[config.mk]
export PLATFORM = sky130hd
export DESIGN_NAME = doe_cbc
export DESIGN_NICKNAME = d
export VERILOG_FILES = /design/src/rtl/doe_pkg.sv /design/src/rtl/doe_regs.sv /design/src/rtl/doe_fsm.sv /design/src/rtl/doe_cbc_core.sv /design/src/rtl/doe_kv_writer.sv /design/src/rtl/doe_cbc.sv
export SDC_FILE = /design/constraint.sdc
export NUM_CORES = 1
export LEC_CHECK = 0
export BUFFER_PORTS_ARGS = -buffer_cell sky130_fd_sc_hd__buf_2
export CAP_MARGIN = 0
export CELL_PAD_IN_SITES_DETAIL_PLACEMENT = 0
export CELL_PAD_IN_SITES_GLOBAL_PLACEMENT = 1
export CORE_ASPECT_RATIO = 0.75
export CORE_MARGIN = 2
export CORE_UTILIZATION = 32
export CTS_CLUSTER_DIAMETER = 200
export DETAILED_ROUTE_END_ITERATION = 16
export PLACE_DENSITY = 0.68
export SETUP_SLACK_MARGIN = 0.3
export SLEW_MARGIN = 25
export SYNTH_ARGS = -nofsm -noshare
export SYNTH_HDL_FRONTEND = slang
export SYNTH_HIERARCHICAL = 1
export SYNTH_SLANG_ARGS = --single-unit
[constraint.sdc]
create_clock -name clk -period 10.02 [get_ports clk]
set_clock_uncertainty 0.15 [all_clocks]
set_input_delay 1.503 -clock clk [delete_from_list [all_inputs] [get_ports clk]]
set_output_delay 1.503 -clock clk [all_outputs]
set_load 0.1 [all_outputs]
[src/rtl/doe_pkg.sv]
//----------------------------------------------------------------------
// Shared register map, widths, command codes and bundle types.
// Register addresses are byte addresses; only the low addr_width bits
// are decoded, so the map repeats above 0xFF.
//----------------------------------------------------------------------

package doe_pkg;

  //--------------------------------------------------------------------
  // Register map
  //--------------------------------------------------------------------
  localparam int addr_width = 8;

  localparam logic [addr_width-1:0] addr_ctrl     = 8'h00;
  localparam logic [addr_width-1:0] addr_status   = 8'h04;
  localparam logic [addr_width-1:0] addr_intr_sts = 8'h08;
  // IV word 0 here, words 1..3 at +4, +8, +C
  localparam logic [addr_width-1:0] addr_iv_base  = 8'h10;
  localparam int iv_words = 4;

  // CTRL fields
  localparam int ctrl_cmd_lsb  = 0;
  localparam int ctrl_dest_lsb = 2;

  // STATUS bits
  localparam int sts_ready_bit = 0;
  localparam int sts_valid_bit = 1;
  localparam int sts_error_bit = 2;

  // INTR_STS bits, write 1 to clear
  localparam int intr_error_bit = 0;
  localparam int intr_notif_bit = 1;

  //--------------------------------------------------------------------
  // Commands and datapath sizes
  //--------------------------------------------------------------------
  localparam int cmd_width = 2;
  localparam logic [cmd_width-1:0] cmd_idle  = 2'd0;
  localparam logic [cmd_width-1:0] cmd_uds   = 2'd1;
  localparam logic [cmd_width-1:0] cmd_fe    = 2'd2;
  localparam logic [cmd_width-1:0] cmd_clear = 2'd3;

  localparam int uds_blocks = 2;
  localparam int fe_blocks  = 1;

  localparam int block_width     = 128;
  localparam int half_width      = 64;
  localparam int num_rounds      = 16;
  localparam int rot_amount      = 13;
  localparam int kv_entry_width  = 5;
  localparam int kv_offset_width = 3;
  localparam int kv_data_width   = 32;

  //--------------------------------------------------------------------
  // Bundles
  //--------------------------------------------------------------------
  typedef struct packed {
    logic [cmd_width-1:0]      cmd;
    logic [kv_entry_width-1:0] dest_entry;
  } doe_cmd_t;

  // Single-cycle event pulses except busy
  typedef struct packed {
    logic busy;
    logic flow_done;
    logic error_set;
    logic clear_done;
  } doe_status_t;

  typedef struct packed {
    logic                       write_en;
    logic [kv_entry_width-1:0]  write_entry;
    logic [kv_offset_width-1:0] write_offset;
    logic [kv_data_width-1:0]   write_data;
  } kv_write_t;

  typedef struct packed {
    logic                   req;
    logic [block_width-1:0] block;
    logic [block_width-1:0] iv;
  } core_req_t;

endpackage

[src/rtl/doe_regs.sv]
//----------------------------------------------------------------------
// Firmware register bank. Single-cycle cs/we bus, reads return one
// cycle later. IV words have no reset and read X until written.
//----------------------------------------------------------------------
`timescale 1ns/1ps

module doe_regs import doe_pkg::*; (
  input  logic        clk,
  input  logic        reset_n,
  input  logic        cs,
  input  logic        we,
  input  logic [31:0] address,
  input  logic [31:0] write_data,
  input  doe_status_t status,
  output logic [31:0] read_data,
  output doe_cmd_t    cmd,
  output logic        cmd_valid,
  output logic [127:0] iv,
  output logic        error_intr,
  output logic        notif_intr
);

  logic [addr_width-1:0] addr;
  logic                  wr_en;
  logic                  rd_en;
  logic                  ctrl_wr;
  logic                  intr_wr;
  logic                  iv_hit;
  logic [1:0]            iv_sel;
  logic [31:0]           iv_q [iv_words];
  logic                  valid_q;
  logic [31:0]           rd_mux;

  //--------------------------------------------------------------------
  // Address decode
  //--------------------------------------------------------------------
  assign addr    = address[addr_width-1:0];
  assign wr_en   = cs && we;
  assign rd_en   = cs && !we;
  assign ctrl_wr = wr_en && (addr == addr_ctrl);
  assign intr_wr = wr_en && (addr == addr_intr_sts);
  // IV window is 16 bytes, word aligned
  assign iv_hit  = (addr[addr_width-1:4] == addr_iv_base[addr_width-1:4]) &&
                   (addr[1:0] == 2'b00);
  assign iv_sel  = addr[3:2];

  // Word 0 is the most significant
  assign iv = {iv_q[0], iv_q[1], iv_q[2], iv_q[3]};

  always_ff @(posedge clk) begin
    if (wr_en && iv_hit) begin
      iv_q[iv_sel] <= write_data;
    end
  end

  //--------------------------------------------------------------------
  // Read mux, unmapped reads 0
  //--------------------------------------------------------------------
  always_comb begin
    rd_mux = '0;
    if (iv_hit) begin
      rd_mux = iv_q[iv_sel];
    end else begin
      case (addr)
        addr_ctrl: begin
          rd_mux[ctrl_cmd_lsb +: cmd_width]       = cmd.cmd;
          rd_mux[ctrl_dest_lsb +: kv_entry_width] = cmd.dest_entry;
        end
        addr_status: begin
          rd_mux[sts_ready_bit] = !status.busy;
          rd_mux[sts_valid_bit] = valid_q;
          rd_mux[sts_error_bit] = error_intr;
        end
        addr_intr_sts: begin
          rd_mux[intr_error_bit] = error_intr;
          rd_mux[intr_notif_bit] = notif_intr;
        end
        default: ;
      endcase
    end
  end

  //--------------------------------------------------------------------
  // CTRL, sticky status and interrupt bits
  //--------------------------------------------------------------------
  always_ff @(posedge clk or negedge reset_n) begin
    if (!reset_n) begin
      cmd        <= '0;
      cmd_valid  <= 1'b0;
      valid_q    <= 1'b0;
      error_intr <= 1'b0;
      notif_intr <= 1'b0;
      read_data  <= '0;
    end else begin
      // Only a real command starts the control FSM
      cmd_valid <= ctrl_wr && (write_data[ctrl_cmd_lsb +: cmd_width] != cmd_idle);
      if (ctrl_wr) begin
        cmd.cmd        <= write_data[ctrl_cmd_lsb +: cmd_width];
        cmd.dest_entry <= write_data[ctrl_dest_lsb +: kv_entry_width];
      end

      // New command invalidates the previous result
      if (ctrl_wr) begin
        valid_q <= 1'b0;
      end else if (status.flow_done || status.clear_done) begin
        valid_q <= 1'b1;
      end

      // Hardware set wins over a same-cycle W1C
      if (status.error_set) begin
        error_intr <= 1'b1;
      end else if (intr_wr && write_data[intr_error_bit]) begin
        error_intr <= 1'b0;
      end
      if (status.flow_done || status.clear_done) begin
        notif_intr <= 1'b1;
      end else if (intr_wr && write_data[intr_notif_bit]) begin
        notif_intr <= 1'b0;
      end

      if (rd_en) begin
        read_data <= rd_mux;
      end
    end
  end

endmodule

[src/rtl/doe_fsm.sv]
//----------------------------------------------------------------------
// Flow control for UDS/FE deobfuscation. One command at a time;
// a command while busy is dropped and flagged as an error.
// CBC chaining: IV for block n+1 is ciphertext block n.
//----------------------------------------------------------------------
`timescale 1ns/1ps

module doe_fsm import doe_pkg::*; (
  input  logic                      clk,
  input  logic                      reset_n,
  input  doe_cmd_t                  cmd,
  input  logic                      cmd_valid,
  input  logic [127:0]              iv,
  input  logic [255:0]              obf_uds_seed,
  input  logic [127:0]              obf_field_entropy,
  input  logic                      ack,
  input  logic [127:0]              result,
  input  logic                      kv_busy,
  output core_req_t                 core_req,
  output logic                      kv_start,
  output logic [127:0]              kv_block,
  output logic                      kv_block_index,
  output logic [kv_entry_width-1:0] kv_entry,
  output doe_status_t               status,
  output logic                      clear_obf_secrets
);

  typedef enum logic [2:0] {
    st_idle,
    st_request,
    st_wait_ack,
    st_release,
    st_write,
    st_done
  } fsm_state_t;

  fsm_state_t                state;
  logic                      idx_q;
  logic                      last_q;
  logic                      kv_start_q;
  logic                      clear_q;
  logic [block_width-1:0]    cur_blk_q;
  logic [block_width-1:0]    chain_iv_q;
  logic [block_width-1:0]    result_q;
  logic [kv_entry_width-1:0] entry_q;
  logic                      start;
  logic                      writer_idle;
  logic                      next_blk;

  assign start       = cmd_valid && (state == st_idle);
  // kv_busy lags kv_start by one cycle
  assign writer_idle = (state == st_write) && !kv_start_q && !kv_busy;
  assign next_blk    = writer_idle && (idx_q != last_q);

  //--------------------------------------------------------------------
  // State and control
  //--------------------------------------------------------------------
  always_ff @(posedge clk or negedge reset_n) begin
    if (!reset_n) begin
      state      <= st_idle;
      idx_q      <= 1'b0;
      last_q     <= 1'b0;
      kv_start_q <= 1'b0;
      clear_q    <= 1'b0;
    end else begin
      kv_start_q <= 1'b0;
      clear_q    <= 1'b0;
      case (state)
        st_idle: begin
          if (cmd_valid) begin
            idx_q <= 1'b0;
            case (cmd.cmd)
              cmd_uds: begin
                last_q <= 1'(uds_blocks - 1);
                state  <= st_request;
              end
              cmd_fe: begin
                last_q <= 1'(fe_blocks - 1);
                state  <= st_request;
              end
              // CLEAR completes on its own, nothing reaches the vault
              cmd_clear: clear_q <= 1'b1;
              default: ;
            endcase
          end
        end
        st_request: state <= st_wait_ack;
        st_wait_ack: begin
          if (ack) begin
            state <= st_release;
          end
        end
        // Four-phase: wait for ack low before any further req
        st_release: begin
          if (!ack) begin
            kv_start_q <= 1'b1;
            state      <= st_write;
          end
        end
        st_write: begin
          if (next_blk) begin
            idx_q <= idx_q + 1'b1;
            state <= st_request;
          end else if (writer_idle) begin
            state <= st_done;
          end
        end
        st_done: state <= st_idle;
        default: state <= st_idle;
      endcase
    end
  end

  //--------------------------------------------------------------------
  // Block, chained IV and result
  //--------------------------------------------------------------------
  always_ff @(posedge clk) begin
    if (start) begin
      entry_q    <= cmd.dest_entry;
      chain_iv_q <= iv;
      // UDS high half decrypts first
      cur_blk_q  <= (cmd.cmd == cmd_uds) ? obf_uds_seed[255:128] : obf_field_entropy;
    end else if (next_blk) begin
      chain_iv_q <= cur_blk_q;
      cur_blk_q  <= obf_uds_seed[127:0];
    end
    if (state == st_wait_ack && ack) begin
      result_q <= result;
    end
  end

  //--------------------------------------------------------------------
  // Outputs
  //--------------------------------------------------------------------
  assign core_req.req   = (state == st_request) || (state == st_wait_ack);
  assign core_req.block = cur_blk_q;
  assign core_req.iv    = chain_iv_q;

  assign kv_start       = kv_start_q;
  assign kv_block       = result_q;
  assign kv_block_index = idx_q;
  assign kv_entry       = entry_q;

  assign status.busy       = (state != st_idle);
  assign status.flow_done  = (state == st_done);
  assign status.error_set  = cmd_valid && (state != st_idle);
  assign status.clear_done = clear_q;

  assign clear_obf_secrets = clear_q;

endmodule

[src/rtl/doe_cbc_core.sv]
//----------------------------------------------------------------------
// Iterative 16-round Feistel decrypt, one round per cycle, result XOR
// iv. Stand-in for an AES core. Block and iv must stay stable while
// req is high; ack comes 17 cycles after req is sampled.
//----------------------------------------------------------------------
`timescale 1ns/1ps

module doe_cbc_core import doe_pkg::*; (
  input  logic                   clk,
  input  logic                   reset_n,
  input  core_req_t              core_req,
  input  logic [block_width-1:0] key,
  output logic                   ack,
  output logic [block_width-1:0] result
);

  typedef enum logic [1:0] {
    st_idle,
    st_run,
    st_out,
    st_ack
  } core_state_t;

  core_state_t           state;
  logic [3:0]            rnd_q;
  logic [half_width-1:0] left_q;
  logic [half_width-1:0] right_q;
  logic [half_width-1:0] rkey;
  logic [half_width-1:0] f_out;

  // F(x, k) = x + rotl(x ^ k, 13)
  function automatic logic [half_width-1:0] round_fn(
    input logic [half_width-1:0] x,
    input logic [half_width-1:0] k
  );
    logic [half_width-1:0] mix;
    mix = x ^ k;
    return x + {mix[half_width-1-rot_amount:0],
                mix[half_width-1:half_width-rot_amount]};
  endfunction

  // Even rounds use key high half, odd rounds low half
  assign rkey  = (rnd_q[0] ? key[half_width-1:0] : key[block_width-1:half_width]) ^
                 half_width'(rnd_q);
  assign f_out = round_fn(left_q, rkey);

  //--------------------------------------------------------------------
  // Handshake and round sequencing
  //--------------------------------------------------------------------
  always_ff @(posedge clk or negedge reset_n) begin
    if (!reset_n) begin
      state <= st_idle;
      rnd_q <= '0;
    end else begin
      case (state)
        st_idle: begin
          if (core_req.req) begin
            rnd_q <= 4'(num_rounds - 1);
            state <= st_run;
          end
        end
        // Rounds undone from 15 down to 0
        st_run: begin
          rnd_q <= rnd_q - 1'b1;
          if (rnd_q == '0) begin
            state <= st_out;
          end
        end
        st_out: state <= st_ack;
        st_ack: begin
          if (!core_req.req) begin
            state <= st_idle;
          end
        end
        default: state <= st_idle;
      endcase
    end
  end

  //--------------------------------------------------------------------
  // Datapath
  //--------------------------------------------------------------------
  always_ff @(posedge clk) begin
    if (state == st_idle && core_req.req) begin
      left_q  <= core_req.block[block_width-1:half_width];
      right_q <= core_req.block[half_width-1:0];
    end else if (state == st_run) begin
      // Inverse of L' = R, R' = L ^ F(R)
      left_q  <= right_q ^ f_out;
      right_q <= left_q;
    end
    // iv still held by requester here
    if (state == st_out) begin
      result <= {left_q, right_q} ^ core_req.iv;
    end
  end

  assign ack = (state == st_ack);

endmodule

[src/rtl/doe_kv_writer.sv]
//----------------------------------------------------------------------
// Splits one 128-bit block into four dword key vault writes, MSB
// dword first, offset = block index * 4 + dword. kv_start while
// busy is ignored.
//----------------------------------------------------------------------
`timescale 1ns/1ps

module doe_kv_writer import doe_pkg::*; (
  input  logic                      clk,
  input  logic                      reset_n,
  input  logic                      kv_start,
  input  logic [block_width-1:0]    kv_block,
  input  logic                      kv_block_index,
  input  logic [kv_entry_width-1:0] kv_entry,
  output logic                      kv_busy,
  output kv_write_t                 kv_write
);

  logic                      busy_q;
  logic [1:0]                cnt_q;
  logic                      idx_q;
  logic [kv_entry_width-1:0] entry_q;
  logic [block_width-1:0]    shift_q;
  logic                      load;

  assign load = kv_start && !busy_q;

  // Dword counter, one write per cycle while busy
  always_ff @(posedge clk or negedge reset_n) begin
    if (!reset_n) begin
      busy_q <= 1'b0;
      cnt_q  <= '0;
    end else if (load) begin
      busy_q <= 1'b1;
      cnt_q  <= '0;
    end else if (busy_q) begin
      cnt_q <= cnt_q + 1'b1;
      if (cnt_q == 2'd3) begin
        busy_q <= 1'b0;
      end
    end
  end

  always_ff @(posedge clk) begin
    if (load) begin
      shift_q <= kv_block;
      idx_q   <= kv_block_index;
      entry_q <= kv_entry;
    end else if (busy_q) begin
      shift_q <= {shift_q[block_width-kv_data_width-1:0], {kv_data_width{1'b0}}};
    end
  end

  assign kv_busy = busy_q;

  assign kv_write.write_en     = busy_q;
  assign kv_write.write_entry  = entry_q;
  assign kv_write.write_offset = {idx_q, cnt_q};
  assign kv_write.write_data   = shift_q[block_width-1 -: kv_data_width];

endmodule

[src/rtl/doe_cbc.sv]
//----------------------------------------------------------------------
// Deobfuscation engine top. Obfuscation key and seeds must be static
// while a flow runs. No key vault back-pressure.
//----------------------------------------------------------------------
`timescale 1ns/1ps

module doe_cbc import doe_pkg::*; (
  input  logic                   clk,
  input  logic                   reset_n,
  input  logic [block_width-1:0] cptra_obf_key,
  input  logic [255:0]           obf_uds_seed,
  input  logic [block_width-1:0] obf_field_entropy,
  input  logic                   cs,
  input  logic                   we,
  input  logic [31:0]            address,
  input  logic [31:0]            write_data,
  output logic [31:0]            read_data,
  output logic                   error_intr,
  output logic                   notif_intr,
  output logic                   clear_obf_secrets,
  output kv_write_t              kv_write
);

  doe_cmd_t                  cmd;
  logic                      cmd_valid;
  logic [block_width-1:0]    iv;
  doe_status_t               status;
  core_req_t                 core_req;
  logic                      ack;
  logic [block_width-1:0]    result;
  logic                      kv_start;
  logic                      kv_busy;
  logic [block_width-1:0]    kv_block;
  logic                      kv_block_index;
  logic [kv_entry_width-1:0] kv_entry;

  //--------------------------------------------------------------------
  // Firmware registers
  //--------------------------------------------------------------------
  doe_regs i_doe_regs (
    .clk        (clk),
    .reset_n    (reset_n),
    .cs         (cs),
    .we         (we),
    .address    (address),
    .write_data (write_data),
    .status     (status),
    .read_data  (read_data),
    .cmd        (cmd),
    .cmd_valid  (cmd_valid),
    .iv         (iv),
    .error_intr (error_intr),
    .notif_intr (notif_intr)
  );

  // Flow sequencing
  doe_fsm i_doe_fsm (
    .clk               (clk),
    .reset_n           (reset_n),
    .cmd               (cmd),
    .cmd_valid         (cmd_valid),
    .iv                (iv),
    .obf_uds_seed      (obf_uds_seed),
    .obf_field_entropy (obf_field_entropy),
    .ack               (ack),
    .result            (result),
    .kv_busy           (kv_busy),
    .core_req          (core_req),
    .kv_start          (kv_start),
    .kv_block          (kv_block),
    .kv_block_index    (kv_block_index),
    .kv_entry          (kv_entry),
    .status            (status),
    .clear_obf_secrets (clear_obf_secrets)
  );

  // Block decrypt under the fused key
  doe_cbc_core i_doe_cbc_core (
    .clk      (clk),
    .reset_n  (reset_n),
    .core_req (core_req),
    .key      (cptra_obf_key),
    .ack      (ack),
    .result   (result)
  );

  doe_kv_writer i_doe_kv_writer (
    .clk            (clk),
    .reset_n        (reset_n),
    .kv_start       (kv_start),
    .kv_block       (kv_block),
    .kv_block_index (kv_block_index),
    .kv_entry       (kv_entry),
    .kv_busy        (kv_busy),
    .kv_write       (kv_write)
  );

endmodule

==> reports/qor.yml <==
drt:
  first_pass_iters: 5
  wl_per_cell_um: 25.4
  detail_route.iter0.violations: 2832
  drcViolationCount: 0
  via_count: 28000
  ant_nets: 0
  routed_wl_um: 146000
  vias_per_cell: 4.89
die:
  die_w_um: 440
  rows: 119
  floorplan.initialDensity_pct: 32.3
  die-area_mm2: 0.145
  die_y_um: 331
  core_area_mm2: 0.141
  pin_count: 656
synthesis:
  synth_edf_count: 907
  synth_top_cells_by_area: "edfxtp_1 (60%), mux2i_1 (4.2%), mux2_4 (4.2%)"
  syn_inst: 3199
  yosys.area.top_type_share_pct: 59.8
  syn_avg_cell_area_um2: 14.2
  synthFlopType: "edfxtp_1"
  synth_area_leader_cell: "edfxtp_1"
  synth_seq_cells: 966
  synth_cell_types: 96
  syn-cell-area_mm2: 0.0455
  async_reset_ff_share_pct: 6.11
  synth-warning-count: 6
  syn-num-nets: 3853
  ys_seq_area_share_pct: 63.1
timing:
  tightest_slew_ns: 1.06
  hold_viol: 0
  fmax_ghz: 0.170
  setup_viol: 0
  timing.final.max_slew_violations: 0
  min_period_over_period_pct: 58.6
  setup_tns_ns: 0
  period_needed_ns: 5.87
  maxSlewHeadroom_pct: 29.1
  rsz0062_at_grt: "no"
min_path:
  hold_path_class: "flop to flop"
  hp-start: "i_doe_cbc_core/result[12]"
global_routing:
  antenna_found_initial: 20
  grt.total_usage_pct: 19.6
  grt_pass1_wl_um: 201000
  grt_pass1_vias: 26900
  overflow: 0
  grt_max_degree: 153
power:
  power_mw: 16.5
  power_density_mw_per_mm2: 308
  p_leak_nw: 20.7
  vdd_ir_drop_max_mv: 0.149
setup_path:
  required_ns: 10.29
  reg2reg_from: "i_doe_cbc_core/rnd_q[0]"
  critPathLaunch: "i_doe_cbc_core/rnd_q[0]"
  cp.arrival_ns: 6.14
  path_max_fanout: 26
  worstSetupStartpointType: "flop"
  crit_type: "flop to flop"
  endpoint_kind: "flop"
flow_run:
  drv_cap: 0
layout:
  mostFrequentLayoutCell: "edfxtp_1"
  fillers: 13400
  finalNonFillerCells: 5730
  layout_common_cells: "edfxtp_1 (907), buf_2 (631), nand2_1 (395)"
  drive_gt1_share_pct: 29.4
  synthToLayoutAreaGrowth_pct: 17.7
  nNetsFinal: 4423
place:
  place_inst: 5542
  dpl.hpwl_um: 109000
  io_buffers: 631
  place_congestion: 0.913
cts:
  cts_tree: "built"
  root_buffer: "clkbuf_16"
  clock-sinks: 966
  postCtsHoldBufs: 0
  cts.repair.resized: 0
  path_clk_slew_ns: 0.07
  cts_buffers: 99
  ctsHtreeMaxLevel: 3
  post_cts_buffers: 0
  insertion_delay_ns: 0.70
  cts_max_path_buffers: 3
outcome:
  status: "finished clean"
==> stage by stage <==
step | util [%] | setup WS, ns | hold WS, ns | instance area (um2)
2_1_floorplan | - | 2.11 | 0.250 | 45500
3_3_place_gp | 35.7 | 4.32 | 0.250 | 50200
3_5_place_dp | 35.7 | 4.34 | 0.255 | 50200
4_1_cts | 38.0 | 4.34 | 0.266 | 53600
5_1_grt | 38.0 | 4.14 | 0.269 | 53600
6_report | 38.0 | 4.15 | 0.264 | 53600
==> registers in the layout (all words and copies together) (netlist names), 2 cells and up <==
name	flops
i_doe_fsm/chain_iv_q	128
i_doe_kv_writer/shift_q	128
i_doe_cbc_core/state	2
i_doe_regs/read_data	32
i_doe_kv_writer/entry_q	5
i_doe_fsm/state	3
i_doe_regs/iv_q	128
i_doe_fsm/cur_blk_q	128
i_doe_cbc_core/right_q	64
i_doe_regs/cmd	7
i_doe_cbc_core/rnd_q	4
i_doe_kv_writer/cnt_q	2
i_doe_fsm/kv_entry	5
i_doe_cbc_core/left_q	64
i_doe_fsm/kv_block	128
i_doe_cbc_core/result	128
==> metal layers <==
metal	part of all wire (%)	GRT usage (%)	vias to the layer above
li1	-	-	12900
met3	6.6	3.39	147
met5	0.021	0	-
met2	45	30.0	1047
met1	47	29.0	13900
met4	2.0	4.19	6
==> area by class of cell <==
class | count | area (um2) | area share [%]
multi-input combinational | 2006 | 15600 | 29.2
clock buffer | 126 | 2690 | 5.02
sequential | 966 | 28700 | 53.6
tap | 1875 | 2350 | 4.38
antenna | 3 | 7.51 | 0.0140
timing repair buffer | 665 | 3470 | 6.47
clock inverter | 58 | 619 | 1.16
inverter | 31 | 119 | 0.222
==> power by group <==
group / leakage (nW) / internal, mW / switching, mW / total [mW]
combinational: 10.0 / 2.66 / 4.02 / 6.68
sequential: 9.09 / 5.44 / 0.646 / 6.08
clock: 1.62 / 2.17 / 1.60 / 3.77
==> cells in the mapped netlist (18+ instances only) <==
library cell	instances
a22o_1	27
nand2_1	397
o21ai_1	36
and2_1	37
xnor2_1	162
clkbuf_1	89
buf_6	19
nor2_1	107
buf_2	28
buf_4	43
mux2_4	128
mux2_2	98
nor3_1	18
mux4_2	32
ha_1	73
mux2i_1	193
a21o_1	44
nand3_1	26
a21oi_1	127
xor2_1	157
o21ai_0	151
edfxtp_1	907
dfrtp_1	59
inv_1	30
==> critical path, cell delays in order, from the launching register on <==
cell,delay (ns)
dfrtp_4,0.81
buf_4,0.60
mux2i_1,0.33
xnor2_1,0.90
ha_1,0.47
a21oi_1,0.22
o21ai_2,0.13
nor2_1,0.39
a211oi_1,0.26
o311ai_1,0.57
nand3_1,0.21
a31oi_1,0.23
xnor2_1,0.17
a21oi_1,0.10
==> worst paths after layout <==
check                                             to  slack [ns]  depth (start not counted)
max                        i_doe_cbc_core/left_q[62]        4.15                         13
min                           i_doe_fsm/kv_block[12]        0.26                          0
max reg2reg                i_doe_cbc_core/left_q[62]        4.15                         13
min reg2reg                   i_doe_fsm/kv_block[12]        0.26                          0
max in group asynchronous    i_doe_cbc_core/rnd_q[0]        8.45                          3
min in group asynchronous    i_doe_regs/read_data[6]        0.67                          2
==> cells by family (layout without fill, tap and decap cells) <==
family	after synthesis	in the layout	synth area share (%)
AOI/OAI and AO/OA	483	483	6.68
xor gates and xnor gates	319	319	6.14
adders and majority gates	74	74	2.05
buffers and inverters	227	880	2.83
DFF	966	966	63.1
muxes	458	458	12.6
other	0	3	0
and+or+nand+nor	672	672	6.59
No activity file was read; power rests on OpenSTA's default activity.
